==> src/spi_reg_params.svh <==
//--------------------------------------------------------------------
// SPI register slave sizes
// Frame, address and data widths and the register reset content
//--------------------------------------------------------------------
`ifndef SPI_REG_PARAMS_SVH
`define SPI_REG_PARAMS_SVH

// Bits in one frame while cs_n is low
`define SPI_FRAME_BITS 16

// Register address field, bits 13:8 of the frame
`define SPI_ADDR_BITS 6

// Write data field and register width
`define SPI_DATA_BITS 8

// Depth of the register bank, 2**SPI_ADDR_BITS
`define REG_COUNT 64

// Content of every register after reset
`define REG_RESET_VALUE 8'h00

`endif

==> src/spi_reg_pkg.sv <==
//--------------------------------------------------------------------
// SPI register slave types
// Packed structs passed between the control and datapath blocks
//--------------------------------------------------------------------
`default_nettype none

`include "spi_reg_params.svh"

package spi_reg_pkg;

    // Raw SPI pins from the master
    typedef struct packed {
        logic sclk;
        logic cs_n;
        logic mosi;
    } spi_pins_s;

    // Single-cycle strobes in the clock domain
    typedef struct packed {
        logic sclk_rise;
        logic sclk_fall;
        logic frame_start;
        logic frame_end;
    } spi_strobe_s;

    // Received frame, MSB first on the wire
    typedef struct packed {
        logic                       rd;
        logic                       parity;
        logic [`SPI_ADDR_BITS-1:0]  addr;
        logic [`SPI_DATA_BITS-1:0]  data;
    } spi_cmd_s;

    // Write port of the register bank
    typedef struct packed {
        logic                       wr_en;
        logic [`SPI_ADDR_BITS-1:0]  addr;
        logic [`SPI_DATA_BITS-1:0]  wdata;
    } reg_req_s;

    // Per-frame status pulses
    typedef struct packed {
        logic frame_done;
        logic frame_error;
    } spi_status_s;

endpackage

`default_nettype wire

==> src/spi_frame_ctrl.sv <==
//--------------------------------------------------------------------
// SPI frame control
// Pin synchronizers, edge strobes, frame check and write request
//--------------------------------------------------------------------
`default_nettype none

`include "spi_reg_params.svh"

module spi_frame_ctrl (
    input  logic                        clock,
    input  logic                        reset_n,
    input  spi_reg_pkg::spi_pins_s      pins,
    input  spi_reg_pkg::spi_cmd_s       rx_cmd,
    input  logic                        bit_count_ok,
    output spi_reg_pkg::spi_strobe_s    strobe,
    output logic                        mosi_sync,
    output logic                        cs_n_sync,
    output spi_reg_pkg::reg_req_s       req,
    output logic [`SPI_ADDR_BITS-1:0]   addr_hold,
    output spi_reg_pkg::spi_status_s    status
);

    // Two synchronizer stages for all three pins
    spi_reg_pkg::spi_pins_s     pins_meta;
    spi_reg_pkg::spi_pins_s     pins_sync;
    // Delayed levels for edge detection
    logic                       sclk_prev;
    logic                       cs_n_prev;
    spi_reg_pkg::spi_strobe_s   strobe_next;
    // Frame captured at frame end
    spi_reg_pkg::spi_cmd_s      cmd_q;
    logic                       count_ok_q;
    logic                       eval_pending;
    logic                       frame_valid;
    logic                       wr_en_q;

    // Idle bus is cs_n high, sclk low
    always_ff @(posedge clock or negedge reset_n) begin
        if (!reset_n) begin
            pins_meta <= '{sclk: 1'b0, cs_n: 1'b1, mosi: 1'b0};
            pins_sync <= '{sclk: 1'b0, cs_n: 1'b1, mosi: 1'b0};
            sclk_prev <= 1'b0;
            cs_n_prev <= 1'b1;
        end else begin
            pins_meta <= pins;
            pins_sync <= pins_meta;
            sclk_prev <= pins_sync.sclk;
            cs_n_prev <= pins_sync.cs_n;
        end
    end

    // Bit edges only count inside a frame
    always_comb begin
        strobe_next.sclk_rise   = pins_sync.sclk & ~sclk_prev & ~pins_sync.cs_n;
        strobe_next.sclk_fall   = ~pins_sync.sclk & sclk_prev & ~pins_sync.cs_n;
        strobe_next.frame_start = ~pins_sync.cs_n & cs_n_prev;
        strobe_next.frame_end   = pins_sync.cs_n & ~cs_n_prev;
    end

    // Edge register, strobes land 3 cycles after the pin change
    always_ff @(posedge clock or negedge reset_n) begin
        if (!reset_n) begin
            strobe <= '0;
        end else begin
            strobe <= strobe_next;
        end
    end

    assign mosi_sync = pins_sync.mosi;
    // cs_n level that changes in the same cycle as the frame strobes
    assign cs_n_sync = cs_n_prev;

    // Received word held for the check and the write
    always_ff @(posedge clock) begin
        if (strobe.frame_end) begin
            cmd_q <= rx_cmd;
        end
    end

    // Address is kept for the response of the next frame
    always_ff @(posedge clock or negedge reset_n) begin
        if (!reset_n) begin
            addr_hold    <= '0;
            count_ok_q   <= 1'b0;
            eval_pending <= 1'b0;
        end else begin
            eval_pending <= strobe.frame_end;
            if (strobe.frame_end) begin
                addr_hold  <= rx_cmd.addr;
                count_ok_q <= bit_count_ok;
            end
        end
    end

    // 16 bits, even parity over the word, and not an idle all-ones line
    assign frame_valid = count_ok_q & ~(^cmd_q) & (cmd_q != '1);

    // Write request and status go out together
    always_ff @(posedge clock or negedge reset_n) begin
        if (!reset_n) begin
            wr_en_q <= 1'b0;
            status  <= '0;
        end else begin
            wr_en_q            <= eval_pending & frame_valid & ~cmd_q.rd;
            status.frame_done  <= eval_pending;
            status.frame_error <= eval_pending & ~frame_valid;
        end
    end

    always_comb begin
        req.wr_en = wr_en_q;
        req.addr  = cmd_q.addr;
        req.wdata = cmd_q.data;
    end

endmodule

`default_nettype wire

==> src/spi_shift_in.sv <==
//--------------------------------------------------------------------
// SPI receive shifter
// Collects MOSI bits MSB first and counts them per frame
//--------------------------------------------------------------------
`default_nettype none

`include "spi_reg_params.svh"

module spi_shift_in (
    input  logic                        clock,
    input  logic                        reset_n,
    input  logic                        mosi_sync,
    input  spi_reg_pkg::spi_strobe_s    strobe,
    output spi_reg_pkg::spi_cmd_s       rx_cmd,
    output logic                        bit_count_ok
);

    // Counter reaches one past a full frame and stays there
    localparam int COUNT_BITS = $clog2(`SPI_FRAME_BITS + 2);
    localparam logic [COUNT_BITS-1:0] COUNT_FULL = COUNT_BITS'(`SPI_FRAME_BITS);
    localparam logic [COUNT_BITS-1:0] COUNT_OVER = COUNT_FULL + 1'b1;

    logic [`SPI_FRAME_BITS-1:0] shift_q;
    logic [COUNT_BITS-1:0]      count_q;

    // New bit enters at the bottom, first bit ends at the top
    always_ff @(posedge clock) begin
        if (strobe.frame_start) begin
            shift_q <= '0;
        end else if (strobe.sclk_rise) begin
            shift_q <= {shift_q[`SPI_FRAME_BITS-2:0], mosi_sync};
        end
    end

    // Saturating so long frames never wrap back to 16
    always_ff @(posedge clock or negedge reset_n) begin
        if (!reset_n) begin
            count_q <= '0;
        end else if (strobe.frame_start) begin
            count_q <= '0;
        end else if (strobe.sclk_rise && count_q != COUNT_OVER) begin
            count_q <= count_q + 1'b1;
        end
    end

    assign rx_cmd       = spi_reg_pkg::spi_cmd_s'(shift_q);
    assign bit_count_ok = (count_q == COUNT_FULL);

endmodule

`default_nettype wire

==> src/spi_shift_out.sv <==
//--------------------------------------------------------------------
// SPI transmit shifter
// Builds the response word and shifts it onto MISO
//--------------------------------------------------------------------
`default_nettype none

`include "spi_reg_params.svh"

module spi_shift_out (
    input  logic                        clock,
    input  logic                        reset_n,
    input  spi_reg_pkg::spi_strobe_s    strobe,
    input  logic                        cs_n_sync,
    input  logic [`SPI_ADDR_BITS-1:0]   addr_hold,
    input  logic [`SPI_DATA_BITS-1:0]   rd_data,
    output logic                        miso
);

    // Zero bits above the parity bit
    localparam int PAD_BITS = `SPI_FRAME_BITS - `SPI_DATA_BITS - 1;

    logic                       tx_parity;
    logic [`SPI_FRAME_BITS-1:0] resp_word;
    logic [`SPI_FRAME_BITS-1:0] shift_q;

    // Parity covers a leading 1, the latched address and the data
    assign tx_parity = ^{1'b1, addr_hold, rd_data};

    // Response layout is zeros, parity, then register data
    assign resp_word = {{PAD_BITS{1'b0}}, tx_parity, rd_data};

    // Top bit is on the line from frame start
    // Each falling sclk moves the next bit up
    always_ff @(posedge clock or negedge reset_n) begin
        if (!reset_n) begin
            shift_q <= '0;
        end else if (strobe.frame_start) begin
            shift_q <= resp_word;
        end else if (strobe.sclk_fall) begin
            shift_q <= {shift_q[`SPI_FRAME_BITS-2:0], 1'b0};
        end
    end

    // Line idles high outside a frame
    assign miso = cs_n_sync | shift_q[`SPI_FRAME_BITS-1];

endmodule

`default_nettype wire

==> src/reg_bank.sv <==
//--------------------------------------------------------------------
// Register bank
// 64 by 8 storage, one synchronous write port, one async read port
//--------------------------------------------------------------------
`default_nettype none

`include "spi_reg_params.svh"

module reg_bank (
    input  logic                        clock,
    input  logic                        reset_n,
    input  spi_reg_pkg::reg_req_s       req,
    input  logic [`SPI_ADDR_BITS-1:0]   rd_addr,
    output logic [`SPI_DATA_BITS-1:0]   rd_data
);

    // One entry per address
    logic [`SPI_DATA_BITS-1:0] regs [`REG_COUNT];

    // All entries come out of reset with a known value
    always_ff @(posedge clock or negedge reset_n) begin
        if (!reset_n) begin
            for (int i = 0; i < `REG_COUNT; i++) begin
                regs[i] <= `REG_RESET_VALUE;
            end
        end else if (req.wr_en) begin
            regs[req.addr] <= req.wdata;
        end
    end

    // Read follows the address with no clock
    assign rd_data = regs[rd_addr];

endmodule

`default_nettype wire

==> src/spi_reg_top.sv <==
//--------------------------------------------------------------------
// SPI register slave top
// Joins frame control, the shifters and the register bank
//--------------------------------------------------------------------
`default_nettype none

`include "spi_reg_params.svh"

module spi_reg_top (
    input  logic                        clock,
    input  logic                        reset_n,
    input  spi_reg_pkg::spi_pins_s      pins,
    output logic                        miso,
    output spi_reg_pkg::spi_status_s    status
);

    // Control to datapath
    spi_reg_pkg::spi_strobe_s   strobe;
    logic                       mosi_sync;
    logic                       cs_n_sync;
    // Receive path back to control
    spi_reg_pkg::spi_cmd_s      rx_cmd;
    logic                       bit_count_ok;
    // Bank access
    spi_reg_pkg::reg_req_s      req;
    logic [`SPI_ADDR_BITS-1:0]  addr_hold;
    logic [`SPI_DATA_BITS-1:0]  rd_data;

    spi_frame_ctrl ctrl_i (
        .clock        (clock),
        .reset_n      (reset_n),
        .pins         (pins),
        .rx_cmd       (rx_cmd),
        .bit_count_ok (bit_count_ok),
        .strobe       (strobe),
        .mosi_sync    (mosi_sync),
        .cs_n_sync    (cs_n_sync),
        .req          (req),
        .addr_hold    (addr_hold),
        .status       (status)
    );

    spi_shift_in shift_in_i (
        .clock        (clock),
        .reset_n      (reset_n),
        .mosi_sync    (mosi_sync),
        .strobe       (strobe),
        .rx_cmd       (rx_cmd),
        .bit_count_ok (bit_count_ok)
    );

    // Response uses the address of the previous frame
    spi_shift_out shift_out_i (
        .clock     (clock),
        .reset_n   (reset_n),
        .strobe    (strobe),
        .cs_n_sync (cs_n_sync),
        .addr_hold (addr_hold),
        .rd_data   (rd_data),
        .miso      (miso)
    );

    reg_bank bank_i (
        .clock   (clock),
        .reset_n (reset_n),
        .req     (req),
        .rd_addr (addr_hold),
        .rd_data (rd_data)
    );

endmodule

`default_nettype wire

==> config.mk <==
export PLATFORM = sky130hd
export DESIGN_NAME = spi_reg_top
export DESIGN_NICKNAME = d
export VERILOG_FILES = /design/src/spi_reg_pkg.sv /design/src/spi_frame_ctrl.sv /design/src/spi_shift_in.sv /design/src/spi_shift_out.sv /design/src/reg_bank.sv /design/src/spi_reg_top.sv
export VERILOG_INCLUDE_DIRS = /design/src /design/src/src
export SDC_FILE = /design/constraint.sdc
export NUM_CORES = 1
export LEC_CHECK = 0
export ABC_AREA = 1
export BUFFER_PORTS_ARGS = -buffer_cell sky130_fd_sc_hd__buf_2
export CAP_MARGIN = 20
export CORE_MARGIN = 1.5
export CORE_UTILIZATION = 40
export CTS_BUF_LIST = sky130_fd_sc_hd__clkbuf_2 sky130_fd_sc_hd__clkbuf_4 sky130_fd_sc_hd__clkbuf_8
export DETAILED_ROUTE_END_ITERATION = 12
export MAX_ROUTING_LAYER = met4
export SKIP_CTS_REPAIR_TIMING = 1
export SKIP_LAST_GASP = 1
export SYNTH_ARGS = -nofsm -noshare
export SYNTH_HDL_FRONTEND = slang
export SYNTH_HIERARCHICAL = 1
export SYNTH_SLANG_ARGS = --single-unit
==> constraint.sdc <==
create_clock -name clock -period 2.6 [get_ports clock]
set_clock_uncertainty 0.1 [all_clocks]
set_input_delay 0.39 -clock clock [delete_from_list [all_inputs] [get_ports clock]]
set_output_delay 0.39 -clock clock [all_outputs]
set_load 0.01 [all_outputs]
==> metrics.md, run 1 <==
| Metric | Value |
|---|---|
| Die Y | 262 um |
| Simple-Gate Fraction of Synth Area | 0.291 |
| Compound-cell area share of the yosys netlist | 0.104 |
| # IOs | 8 |
| # DRC | 0 |
| Crit end category | register |
| Num CTS Buffers | approximately 100 |
| Syn nets | roughly 3400 |
| Synth Area in XOR/XNOR | 0.000976 |
| CTS sink cnt | 588 |
| Period minus WS final | between 2 and 3 ns |
| Seq/Total Area, Yosys | 0.547 |
| Detailed Route WL | 82600 um |
| Initial Util | 0.407 |
| Vias in the first global route | between 20000 and 25000 |
| DIE WIDTH | ~260 um |
| Crit-path max FO | 13 |
| Post-DRT Antenna Nets | 0 |
| Hold_ws | between 0.1 and 0.15 ns |
| Final Hold Fails | 0 |
| CP peak stage delay | between 0.5 and 0.6 ns |
| #FFs+latches synth | about 590 |
| Vias per std cell | between 5 and 6 |
| Final period utilization | 1.04 |
| # rows | 94 |
| Crit-path most repeated cell | nand2_1 |
| Leak | 14.4 nW |
| Min-delay worst type | in -> async |
| Share of layout cells above drive strength 1 | 0.134 |
| Outcome | complete, but fails checks |
| Pin count of the biggest net entering global routing | approximately 90 |
| Fill cells | around 6400 |
| Syn Std Cell Area | 26900 um^2 |
| Startpoint Class | register |
| Max Cap Viol | 0 |
| Final #Nets | 3411 |
| Synth warn | 6 |
| Clock root buffer | clkbuf_8 |
| Initial antenna violation count | 1 |
| DR vias | 22965 |
| Slew headroom | 0.529 |
| CTS max path bufs | 3 |
| Core ar. | approximately 66000 um^2 |
| Failing checks | setup timing |
| Final count of pins violating max slew | 0 |
| CP Data Arrival Time | roughly 3.2 ns |
| Layout area overhead | 17.2% |
| Placed cell count | approximately 4000 |
| Die area | between 60000 and 70000 um^2 |
| Global placer's final weighted congestion | slightly below 0.9 |
| Power Total | between 20 and 25 mW |
| Cells after Synth | 3349 |
| DR pass1 iterations | 5 |
| CTS H-tree lvls | 3 |
| Grt ovf | 0 |
| Maximum vdd drop | 457 uV |
| Synth Area per Inst | between 8 and 9 um^2 |
| Adder-cell share of the synthesized area | 0.00511 |
| Worst-path clk slew | about 0.06 ns |
| Latest clock arrival within the worst-skew pair | 0.73 ns |
| Power Dens Cells | around 700 nW/um^2 |
| Final Instance Count excl. Fillers | 4345 |
| Fmax | around 370 MHz |
| Worst-Margin Slew | 0.706 ns |
| Dpl hpwl | between 50000 and 60000 um |
| Crit path kind | reg -> reg |
| Worst setup slack after layout | -0.110 ns |
| Main combinational cell family by area after synthesis | simple AND/OR/NAND/NOR gates |
| Gr usage total | 0.239 |
| First-pass GRT wire length | 126000 um |
| Critical-path cell list | buf_12 > buf_6 > clkbuf_16 > nand2_1 > nand3_1 > nand3_1 > nand2_1 > nand2_1 > nand3_1 > nand3_2 > nand2_2 > nand2_1 > inv_1 > nor2_2 > nand2_1 > nand2_1 > nand2_2 > nand3_1 > nand3_1 > nand2_1 > nand2_1 |
| RSZ-0062 raised after global routing | yes |
| Req. time, crit path | roughly 3.1 ns |
| DR WL/cell | 19.0 um |
| Final setup viols | 1 |
| Synth unique cells | 38 |
| Detailed Route Iter0 Violations | between 2000 and 2500 |
| Post-synthesis mux area share | 0.00251 |
| Crit-path slowest cell | dfrtp_4 |
| CTS tree | done |
| Port buffer count | 7 |
path summary, 6_finish.rpt:
path	start	endpoint	slack [ns]	depth (start not counted)
worst max-delay path	ctrl_i/addr_hold[0]$_DFFE_PN0P_	shift_out_i/shift_q[8]$_DFFE_PN0P_	-0.11	21
worst min-delay path	reset_n	bank_i/regs[394]$_DFFE_PN0P_	0.10	2
worst max register to register	ctrl_i/addr_hold[0]$_DFFE_PN0P_	shift_out_i/shift_q[8]$_DFFE_PN0P_	-0.11	21
worst min register to register	ctrl_i/pins_meta[1]$_DFF_PN1_	ctrl_i/pins_sync[1]$_DFF_PN1_	0.25	0
max in group asynchronous	reset_n	ctrl_i/pins_meta[1]$_DFF_PN1_	1.43	3
min in group clock	pins[0]	ctrl_i/pins_meta[0]$_DFF_PN0_	0.21	2
cell families after synthesis:
group	Yosys count
AO/OA/AOI/OAI	552
XOR/XNOR	3
adder cells (fa/ha/maj)	11
buffers and inverters	315
flip-flops	588
multiplexers	6
AND/OR/NAND/NOR	1874
Yosys cell counts (all sizes together):
master  instances  area, um^2
nor3b           1        7.51
dfrtp         553       13800
a21oi         100         512
nor4            6         128
o21ai         443        2220
nor2          160         643
nor3           21         120
buf            78         463
nand4           4        25.0
mux2            6        67.6
edfxtp         16         480
o22ai           6        37.5
inv            61         229
or2             1        6.26
clkinv          8        30.0
a31oi           1        6.26
xor2            1        8.76
dfxtp          16         320
xnor2           2        17.5
nand2        1234        4660
ha             11         138
clkbuf        168         631
nand3         447        2240
o31ai           2        15.0
dfstp           3        78.8
worst max-delay path: cells and delay by family, from the launching register on:
family                 cells  cell delay (ns)
buffers and inverters      4             0.56
DFF                        1             0.58
and+or+nand+nor           17             1.38
power by group:
part	total (mW)	internal, mW	leakage, nW	switching (mW)
Combinational	4.14	1.48	5.20	2.66
Sequential	9.44	9.32	8.00	0.121
Clock	9.09	5.11	1.19	3.98
Total	22.7	15.9	14.4	6.75
sequential cells by signal, summed over array words and instances (netlist names):
| name | flops |
|---|---|
| ctrl_i/sclk_prev | 1 |
| ctrl_i/cs_n_sync | 1 |
| shift_out_i/shift_q | 16 |
| ctrl_i/req | 14 |
| ctrl_i/count_ok_q | 1 |
| shift_in_i/rx_cmd | 16 |
| shift_in_i/count_q | 5 |
| ctrl_i/pins_meta | 3 |
| ctrl_i/status | 2 |
| ctrl_i/strobe | 4 |
| ctrl_i/pins_sync | 2 |
| bank_i/regs | 512 |
| ctrl_i/cmd_q | 2 |
| ctrl_i/wr_en_q | 1 |
| ctrl_i/addr_hold | 6 |
| ctrl_i/eval_pending | 1 |
| ctrl_i/mosi_sync | 1 |
per-stage QoR:
stage	util	cell area [um^2]	TNS, ns	worst slack (ns)
after global routing	0.477	31600	-0.348	-0.292
after floorplan	-	26900	0	0.0934
final	0.477	31600	-0.110	-0.110
after global placement	0.431	28500	-0.142	-0.142
after detailed placement	0.431	28500	-0.146	-0.146
after CTS	0.464	30700	-0.148	-0.148
cells in the final DEF, fill, tap and decap left out, drive strengths merged:
cell / n
dfstp: 3
nand2: 1234
a21oi: 100
o22ai: 6
o21ai: 443
nand4: 4
nor4: 6
a31oi: 1
ha: 11
nand3: 447
clkbuf: 176
bufinv: 2
xor2: 1
buf: 170
inv: 72
dfxtp: 16
clkinv: 21
edfxtp: 16
mux2: 6
nor3: 21
or2: 1
xnor2: 2
diode: 2
nor2: 160
o31ai: 2
nor3b: 1
dfrtp: 553
dlygate4sd3: 4
metal layers:
metal | vias to the layer above | part of all wire | track usage
met1 | 11053 | 0.47 | 0.340
met3 | 143 | 0.056 | 0.0347
met4 | 0 | 0.027 | 0.0721
li1 | 11067 | - | -
met2 | 702 | 0.45 | 0.354
met5 | - | 0 | -
final cells by class:
cell class | instances | area [um^2] | share of cell area
Sequential cell | 588 | 14700 | 0.467
Multi-Input combinational cell | 2446 | 11000 | 0.348
Clock inverter | 25 | 196 | 0.00623
Inverter | 69 | 274 | 0.00868
Tap cell | 864 | 1080 | 0.0343
Antenna cell | 2 | 5.00 | 0.000159
Timing Repair Buffer | 187 | 2260 | 0.0715
Clock buffer | 163 | 2010 | 0.0638
Timing Repair inverter | 1 | 16.3 | 0.000515
No activity file was read; power rests on OpenSTA's default activity.
==> run 2: changes to the inputs <==
Settings changed: CTS_CLUSTER_DIAMETER set to 60.
Clock period 2.6 ns to 2.4 ns, I/O delays scaled along.
==> metrics.md, run 2 (synthesis results as in run 1) <==
| Metric | Value |
|---|---|
| CP peak stage delay | 0.56 ns (-0.02 ns) |
| Dpl hpwl | 48900 um (-2.5%) |
| Latest clock arrival within the worst-skew pair | 0.72 ns (about the same) |
| Crit end category | register |
| Post-DRT Antenna Nets | 0 (unchanged) |
| Req. time, crit path | 2.90 ns (-0.22 ns) |
| Initial Util | 0.407 (unchanged) |
| Initial antenna violation count | 1 (unchanged) |
| Power Dens Cells | 762 nW/um^2 (+6.1%) |
| Most common cell after layout, fill and taps aside | nand2_1 |
| Core ar. | 66200 um^2 (unchanged) |
| Critical-path cell list | buf_12 > buf_16 > nand2_1 > nand3_1 > nand3_1 > nand2_1 > nand2_1 > nand3_1 > nand3_1 > nand2_2 > inv_2 > nand2_1 > nand2_1 > nand2_1 > nand2_1 > nand2_2 > nand3_1 > nand3_1 > nand2_1 > nand2_1 |
| DR WL/cell | 18.2 um (-4.2%) |
| Power Total | 24.1 mW (+6.3%) |
| Global placer's final weighted congestion | 0.887 (+2.6%) |
| Max reg flops | 512 (unchanged) |
| CTS sink cnt | 588 (unchanged) |
| Startpoint Class | register |
| Setup WS pre-CTS | -0.326 ns (-0.179 ns) |
| Die Y | 262 um (unchanged) |
| Area of the multi-input gates | 11000 um^2 (+0.56%) |
| Failing checks | setup timing |
| Most flops, register | bank_i/regs |
| Net Switching | 7.18 mW (+6.3%) |
| Outcome | complete, but fails checks |
| Layout area overhead | 17.4% |
| Final Hold Fails | 0 (unchanged) |
| Detailed Route WL | 79100 um (-4.2%) |
| P_int | 16.9 mW (+6.4%) |
| Grt ovf | 0 (unchanged) |
| RSZ-0062 raised after global routing | yes |
| Gr usage total | 0.234 (-0.00482) |
| Fmax | 365 MHz (-1.1%) |
| Crit path kind | reg -> reg |
| Worst-path clk slew | 0.06 ns (about the same) |
| Placed cell count | 4150 (+0.88%) |
| Commonest non-fill, non-tap cells in the layout | 1200 x nand2_1, 550 x dfrtp_1, 436 x o21ai_0 |
| CTS H-tree lvls | 3 (unchanged) |
| Maximum vdd drop | 443 uV (-3.2%) |
| Crit-path max FO | 30 (+17) |
| DR pass1 iterations | 6 (+1) |
| Clock root buffer | clkbuf_8 |
| Crit-path slowest cell | dfrtp_4 |
| Period minus WS final | 2.74 ns (+0.0290 ns) |
| Final count of pins violating max slew | 0 (unchanged) |
| Port buffer count | 7 (unchanged) |
| CTS tree | done |
| CP Data Arrival Time | 3.24 ns (about the same) |
| DR vias | 22846 (-0.52%) |
| CTS max path bufs | 3 (unchanged) |
| Leak | 14.4 nW (about the same) |
| DIE WIDTH | 262 um (unchanged) |
| Combinational Power Share | 0.186 (+0.004) |
| Worst-Margin Slew | 0.612 ns (-0.0937 ns) |
| Final setup viols | 5 (+4) |
| # rows | 94 (unchanged) |
| Seq pwr share | 0.424 (+0.008) |
| Slew headroom | 0.592 (+0.0625) |
| Power share of the clock group | 0.390 (-0.011) |
| Final #Nets | 3427 (+0.47%) |
| Fill cells | 6510 (+0.96%) |
| Die area | 68900 um^2 (unchanged) |
| # IOs | 8 (unchanged) |
| Final period utilization | 1.14 (+0.0989) |
| Min-delay worst type | in -> async |
| Max Cap Viol | 0 (unchanged) |
| Share of layout cells above drive strength 1 | 0.140 (+0.00555) |
| Pin count of the biggest net entering global routing | 106 (+20%) |
| Worst setup slack after layout | -0.339 ns (-0.229 ns) |
| First-pass GRT wire length | 125000 um (-1.3%) |
| Crit-path most repeated cell | nand2_1 |
| Storage cell area | 14700 um^2 (unchanged) |
| Final Instance Count excl. Fillers | 4349 (+0.092%) |
| Num CTS Buffers | 101 (-0.98%) |
| Vias in the first global route | 21881 (+2.3%) |
| Detailed Route Iter0 Violations | 2073 (-9.8%) |
| # DRC | 0 (unchanged) |
| Sw frac | 0.298 (about the same) |
| Vias per std cell | 5.25 (-0.61%) |
==> run 2: changes by cell type in the layout (fill, tap and decap cells not counted), moves of 3 or more <==
cell / previous run / this run
buf_6: 4 / 7
nand3_2: 21 / 24
nand2_1: 1215 / 1200
nand2_2: 18 / 33
clkbuf_16: 13 / 7
clkbuf_8: 126 / 113
buf_4: 114 / 123
clkinvlp_4: 0 / 3
buf_12: 39 / 51
clkinv_1: 6 / 9
nand3_1: 426 / 423
clkbuf_4: 37 / 30
==> run 2: final cells by class <==
| cell class | instances | share of cell area |
|---|---|---|
| Sequential cell | 588 | 0.466 |
| Multi-Input combinational cell | 2446 | 0.349 |
| Timing Repair Buffer | 204 | 0.0762 |
| Clock buffer | 143 | 0.0563 |
| Tap cell | 864 | 0.0342 |
| Clock inverter | 33 | 0.00898 |
| Inverter | 69 | 0.00867 |
| Timing Repair inverter | 1 | 0.000277 |
| Antenna cell | 1 | 0.0000792 |
==> run 2: worst paths after layout <==
check | from | end | slack [ns] | cells after the start
max | ctrl_i/addr_hold[0]$_DFFE_PN0P_ | shift_out_i/shift_q[8]$_DFFE_PN0P_ | -0.34 | 20
min in group clock | pins[1] | ctrl_i/pins_meta[1]$_DFF_PN1_ | 0.19 | 2
max in group asynchronous | reset_n | bank_i/regs[23]$_DFFE_PN0P_ | 1.31 | 3
min reg2reg | ctrl_i/pins_meta[0]$_DFF_PN0_ | ctrl_i/mosi_sync$_DFF_PN0_ | 0.26 | 0
max reg2reg | ctrl_i/addr_hold[0]$_DFFE_PN0P_ | shift_out_i/shift_q[8]$_DFFE_PN0P_ | -0.34 | 20
min | reset_n | bank_i/regs[431]$_DFFE_PN0P_ | 0.02 | 2
==> run 2: power groups by stage <==
| stage | clock network (mW) | logic (mW) | registers, mW |
|---|---|---|---|
| finish | 9.40 | 4.48 | 10.2 |
| global route | 10.0 | 4.83 | 10.2 |
| CTS | 9.59 | 4.09 | 10.2 |
| detailed placement | 0 | 4.07 | 10.4 |
| global placement | 0 | 4.07 | 10.4 |
| floorplan | 0 | 2.19 | 10.3 |
==> run 2: metal layers <==
layer,share of wire,global-route usage,up-vias,wire (um)
met3,0.059,0.0350,136,4700
li1,-,-,11075,-
met4,0.026,0.0740,0,2050
met2,0.46,0.355,641,36100
met5,0,-,-,0
met1,0.46,0.324,10994,36300
==> run 2: per-stage QoR <==
stage | TNS (ns) | util | instance area [um^2] | hold WS, ns
global placement | -0.502 | 0.437 | 28900 | 0.150
floorplan | 0 | - | 27000 | -0.0356
finish | -0.618 | 0.477 | 31600 | 0.0183
CTS | -0.552 | 0.468 | 31000 | -0.617
detailed placement | -0.556 | 0.437 | 28900 | 0.148
global route | -1.43 | 0.477 | 31600 | 0.0388
==> run 2: worst max-delay path, delay by kind of cell (launching register included) <==
| kind | cells | cell delay (ns) |
|---|---|---|
| buffers and inverters | 3 | 0.42 |
| DFF | 1 | 0.56 |
| and+or+nand+nor | 17 | 1.53 |
==> run 3: changes to the inputs <==
Settings changed: CORE_MARGIN 1.5 to not set, CORE_UTILIZATION 40 to 50, PLACE_DENSITY set to 0.68.
==> metrics.md, run 3 (synthesis results as in run 1) <==
| Metric | Value |
|---|---|
| Outcome | complete, but fails checks |
| Failing checks | DRC, setup timing |
| Layout area overhead | 17.9% |
| Critical path's top delay family | simple AND/OR/NAND/NOR gates |
| Setup WS pre-CTS | -0.343 ns (-0.0179 ns) |
| Latest clock arrival within the worst-skew pair | 0.70 ns (-0.02 ns) |
| Combinational Power Share | 0.182 (-0.004) |
| CTS H-tree lvls | 3 (unchanged) |
| Max Cap Viol | 0 (unchanged) |
| Power Dens Cells | 778 nW/um^2 (+2.1%) |
| Clock root buffer | clkbuf_8 |
| Path length in cells of the critical path | 22 (+10%) |
| CP Data Arrival Time | 3.18 ns (-0.06 ns) |
| Period minus WS final | 2.70 ns (-0.0437 ns) |
| Gr usage total | 0.297 (+0.0631) |
| CTS sink cnt | 588 (unchanged) |
| Leak | 14.6 nW (+1.3%) |
| Most common cell after layout, fill and taps aside | nand2_1 |
| Placed Area | 28600 um^2 (-1.3%) |
| Maximum vdd drop | 661 uV (+49%) |
| Crit-path max FO | 7 (-77%) |
| Initial antenna violation count | 0 (-1) |
| Critical-path cell list | clkinv_8 > clkbuf_16 > clkbuf_16 > nand2_2 > nand3_2 > nand3_2 > nand2_1 > nand2_1 > nand3_2 > nand3_2 > nand2_2 > buf_4 > nand2_1 > nand2_2 > nand2_1 > nand2_1 > nand2_2 > nand2_1 > nand2_1 > nand3_1 > nand2_1 > nand2_1 |
| Pin count of the biggest net entering global routing | 83 (-22%) |
| # IOs | 8 (unchanged) |
| Die area | 54800 um^2 (-20%) |
| Final period utilization | 1.12 (-0.0182) |
| Detailed Route WL | 79500 um (+0.50%) |
| Slew headroom | 0.540 (-0.0517) |
| Min-delay worst type | in -> async |
| Startpoint Class | register |
| Net Switching | 7.21 mW (+0.41%) |
| P_int | 17.5 mW (+3.4%) |
| Die Y | 234 um (-11%) |
| Final setup viols | 6 (+1) |
| Fmax | 371 MHz (+1.6%) |
| Seq pwr share | 0.415 (-0.009) |
| Worst-Margin Slew | 0.690 ns (+0.0775 ns) |
| Worst setup slack after layout | -0.295 ns (+0.0437 ns) |
| Req. time, crit path | 2.89 ns (about the same) |
| Vias per std cell | 5.70 (+8.5%) |
| # rows | 84 (-11%) |
| Crit path kind | reg -> reg |
| CP bufs+invs | 4 (+1) |
| Num CTS Buffers | 98 (-3.0%) |
| Port buffer count | 7 (unchanged) |
| Power Total | 24.7 mW (+2.5%) |
| DR pass1 iterations | 11 (+5) |
| Crit end category | register |
| Placed cell count | 3977 (-4.2%) |
| Max reg flops | 512 (unchanged) |
| CTS max path bufs | 3 (unchanged) |
| Dpl hpwl | 48900 um (about the same) |
| Core ar. | 52900 um^2 (-20%) |
| Most flops, register | bank_i/regs |
| DR vias | 23893 (+4.6%) |
| Grt ovf | 0 (unchanged) |
| Commonest non-fill, non-tap cells in the layout | 1205 x nand2_1, 550 x dfrtp_1, 437 x o21ai_0 |
| Power share of the clock group | 0.403 (+0.013) |
| RSZ-0062 raised after global routing | yes |
| Crit-path most repeated cell | nand2_1 |
| Detailed Route Iter0 Violations | 2520 (+22%) |
| Final #Nets | 3435 (+0.23%) |
| Vias in the first global route | 22946 (+4.9%) |
| # DRC | 2 (+2) |
| Global placer's final weighted congestion | 0.922 (+3.9%) |
| Reg2Reg Setup Slack | -0.30 ns (+0.04 ns) |
| Final Hold Fails | 0 (unchanged) |
| R2R cell count | 22 (+10%) |
| CTS tree | done |
| CP peak stage delay | 0.55 ns (about the same) |
| Final count of pins violating max slew | 0 (unchanged) |
| DIE WIDTH | 234 um (-11%) |
| Fill cells | 4591 (-29%) |
| Share of layout cells above drive strength 1 | 0.152 (+0.0118) |
| Post-DRT Antenna Nets | 0 (unchanged) |
| Initial Util | 0.509 (+0.103) |
| Final Cell Area | 31700 um^2 (+0.43%) |
| Worst-path clk slew | 0.06 ns (about the same) |
| First-pass GRT wire length | 124000 um (-0.74%) |
| Crit-path slowest cell | dfrtp_4 |
| Sw frac | 0.292 (-0.00609) |
| DR WL/cell | 19.0 um (+4.3%) |
| Final Instance Count excl. Fillers | 4191 (-3.6%) |
[run 3: per-stage QoR]
stage	utilization	setup TNS [ns]	hold WS, ns
5_1_grt	0.600	-1.54	0.0894
4_1_cts	0.583	-0.594	-0.543
3_5_place_dp	0.540	-0.550	0.214
2_1_floorplan	-	0	-0.0356
6_report	0.601	-0.731	0.0730
3_3_place_gp	0.540	-0.480	0.220
[run 3: layer usage]
layer  global-route usage  vias up  wire [um]
met3               0.0464      209       4920
met5                    -        -          0
met2                0.455      983      37300
met4                0.124        0       3060
li1                     -    11109          -
met1                0.395    11592      34300
[run 3: final cells by class]
type | count | area [um^2] | share of cell area
Timing Repair Buffer | 215 | 2470 | 0.0779
Timing Repair inverter | 1 | 11.3 | 0.000355
Antenna cell | 1 | 2.50 | 0.0000788
Tap cell | 688 | 861 | 0.0271
Inverter | 69 | 279 | 0.00879
Clock inverter | 15 | 169 | 0.00532
Multi-Input combinational cell | 2446 | 11100 | 0.351
Sequential cell | 588 | 14700 | 0.464
Clock buffer | 168 | 2090 | 0.0657
[run 3: power groups by stage]
| stage | Clock (mW) | Combinational (mW) | Sequential, mW |
|---|---|---|---|
| 5_1_grt | 10.5 | 4.84 | 10.3 |
| 6_report | 9.96 | 4.50 | 10.2 |
| 4_1_cts | 10.0 | 3.84 | 10.2 |
| 3_5_place_dp | 0 | 3.83 | 10.4 |
| 3_3_place_gp | 0 | 3.81 | 10.4 |
| 2_1_floorplan | 0 | 2.19 | 10.3 |
[run 3: worst paths after layout]
kind                                                  from                                 end
setup / recovery           ctrl_i/addr_hold[0]$_DFFE_PN0P_  shift_out_i/shift_q[8]$_DFFE_PN0P_
hold / removal                                     reset_n        bank_i/regs[385]$_DFFE_PN0P_
setup reg to reg           ctrl_i/addr_hold[0]$_DFFE_PN0P_  shift_out_i/shift_q[8]$_DFFE_PN0P_
hold reg to reg              ctrl_i/pins_meta[0]$_DFF_PN0_          ctrl_i/mosi_sync$_DFF_PN0_
max in group asynchronous                          reset_n        bank_i/regs[248]$_DFFE_PN0P_
min in group clock                                 pins[2]       ctrl_i/pins_meta[2]$_DFF_PN0_
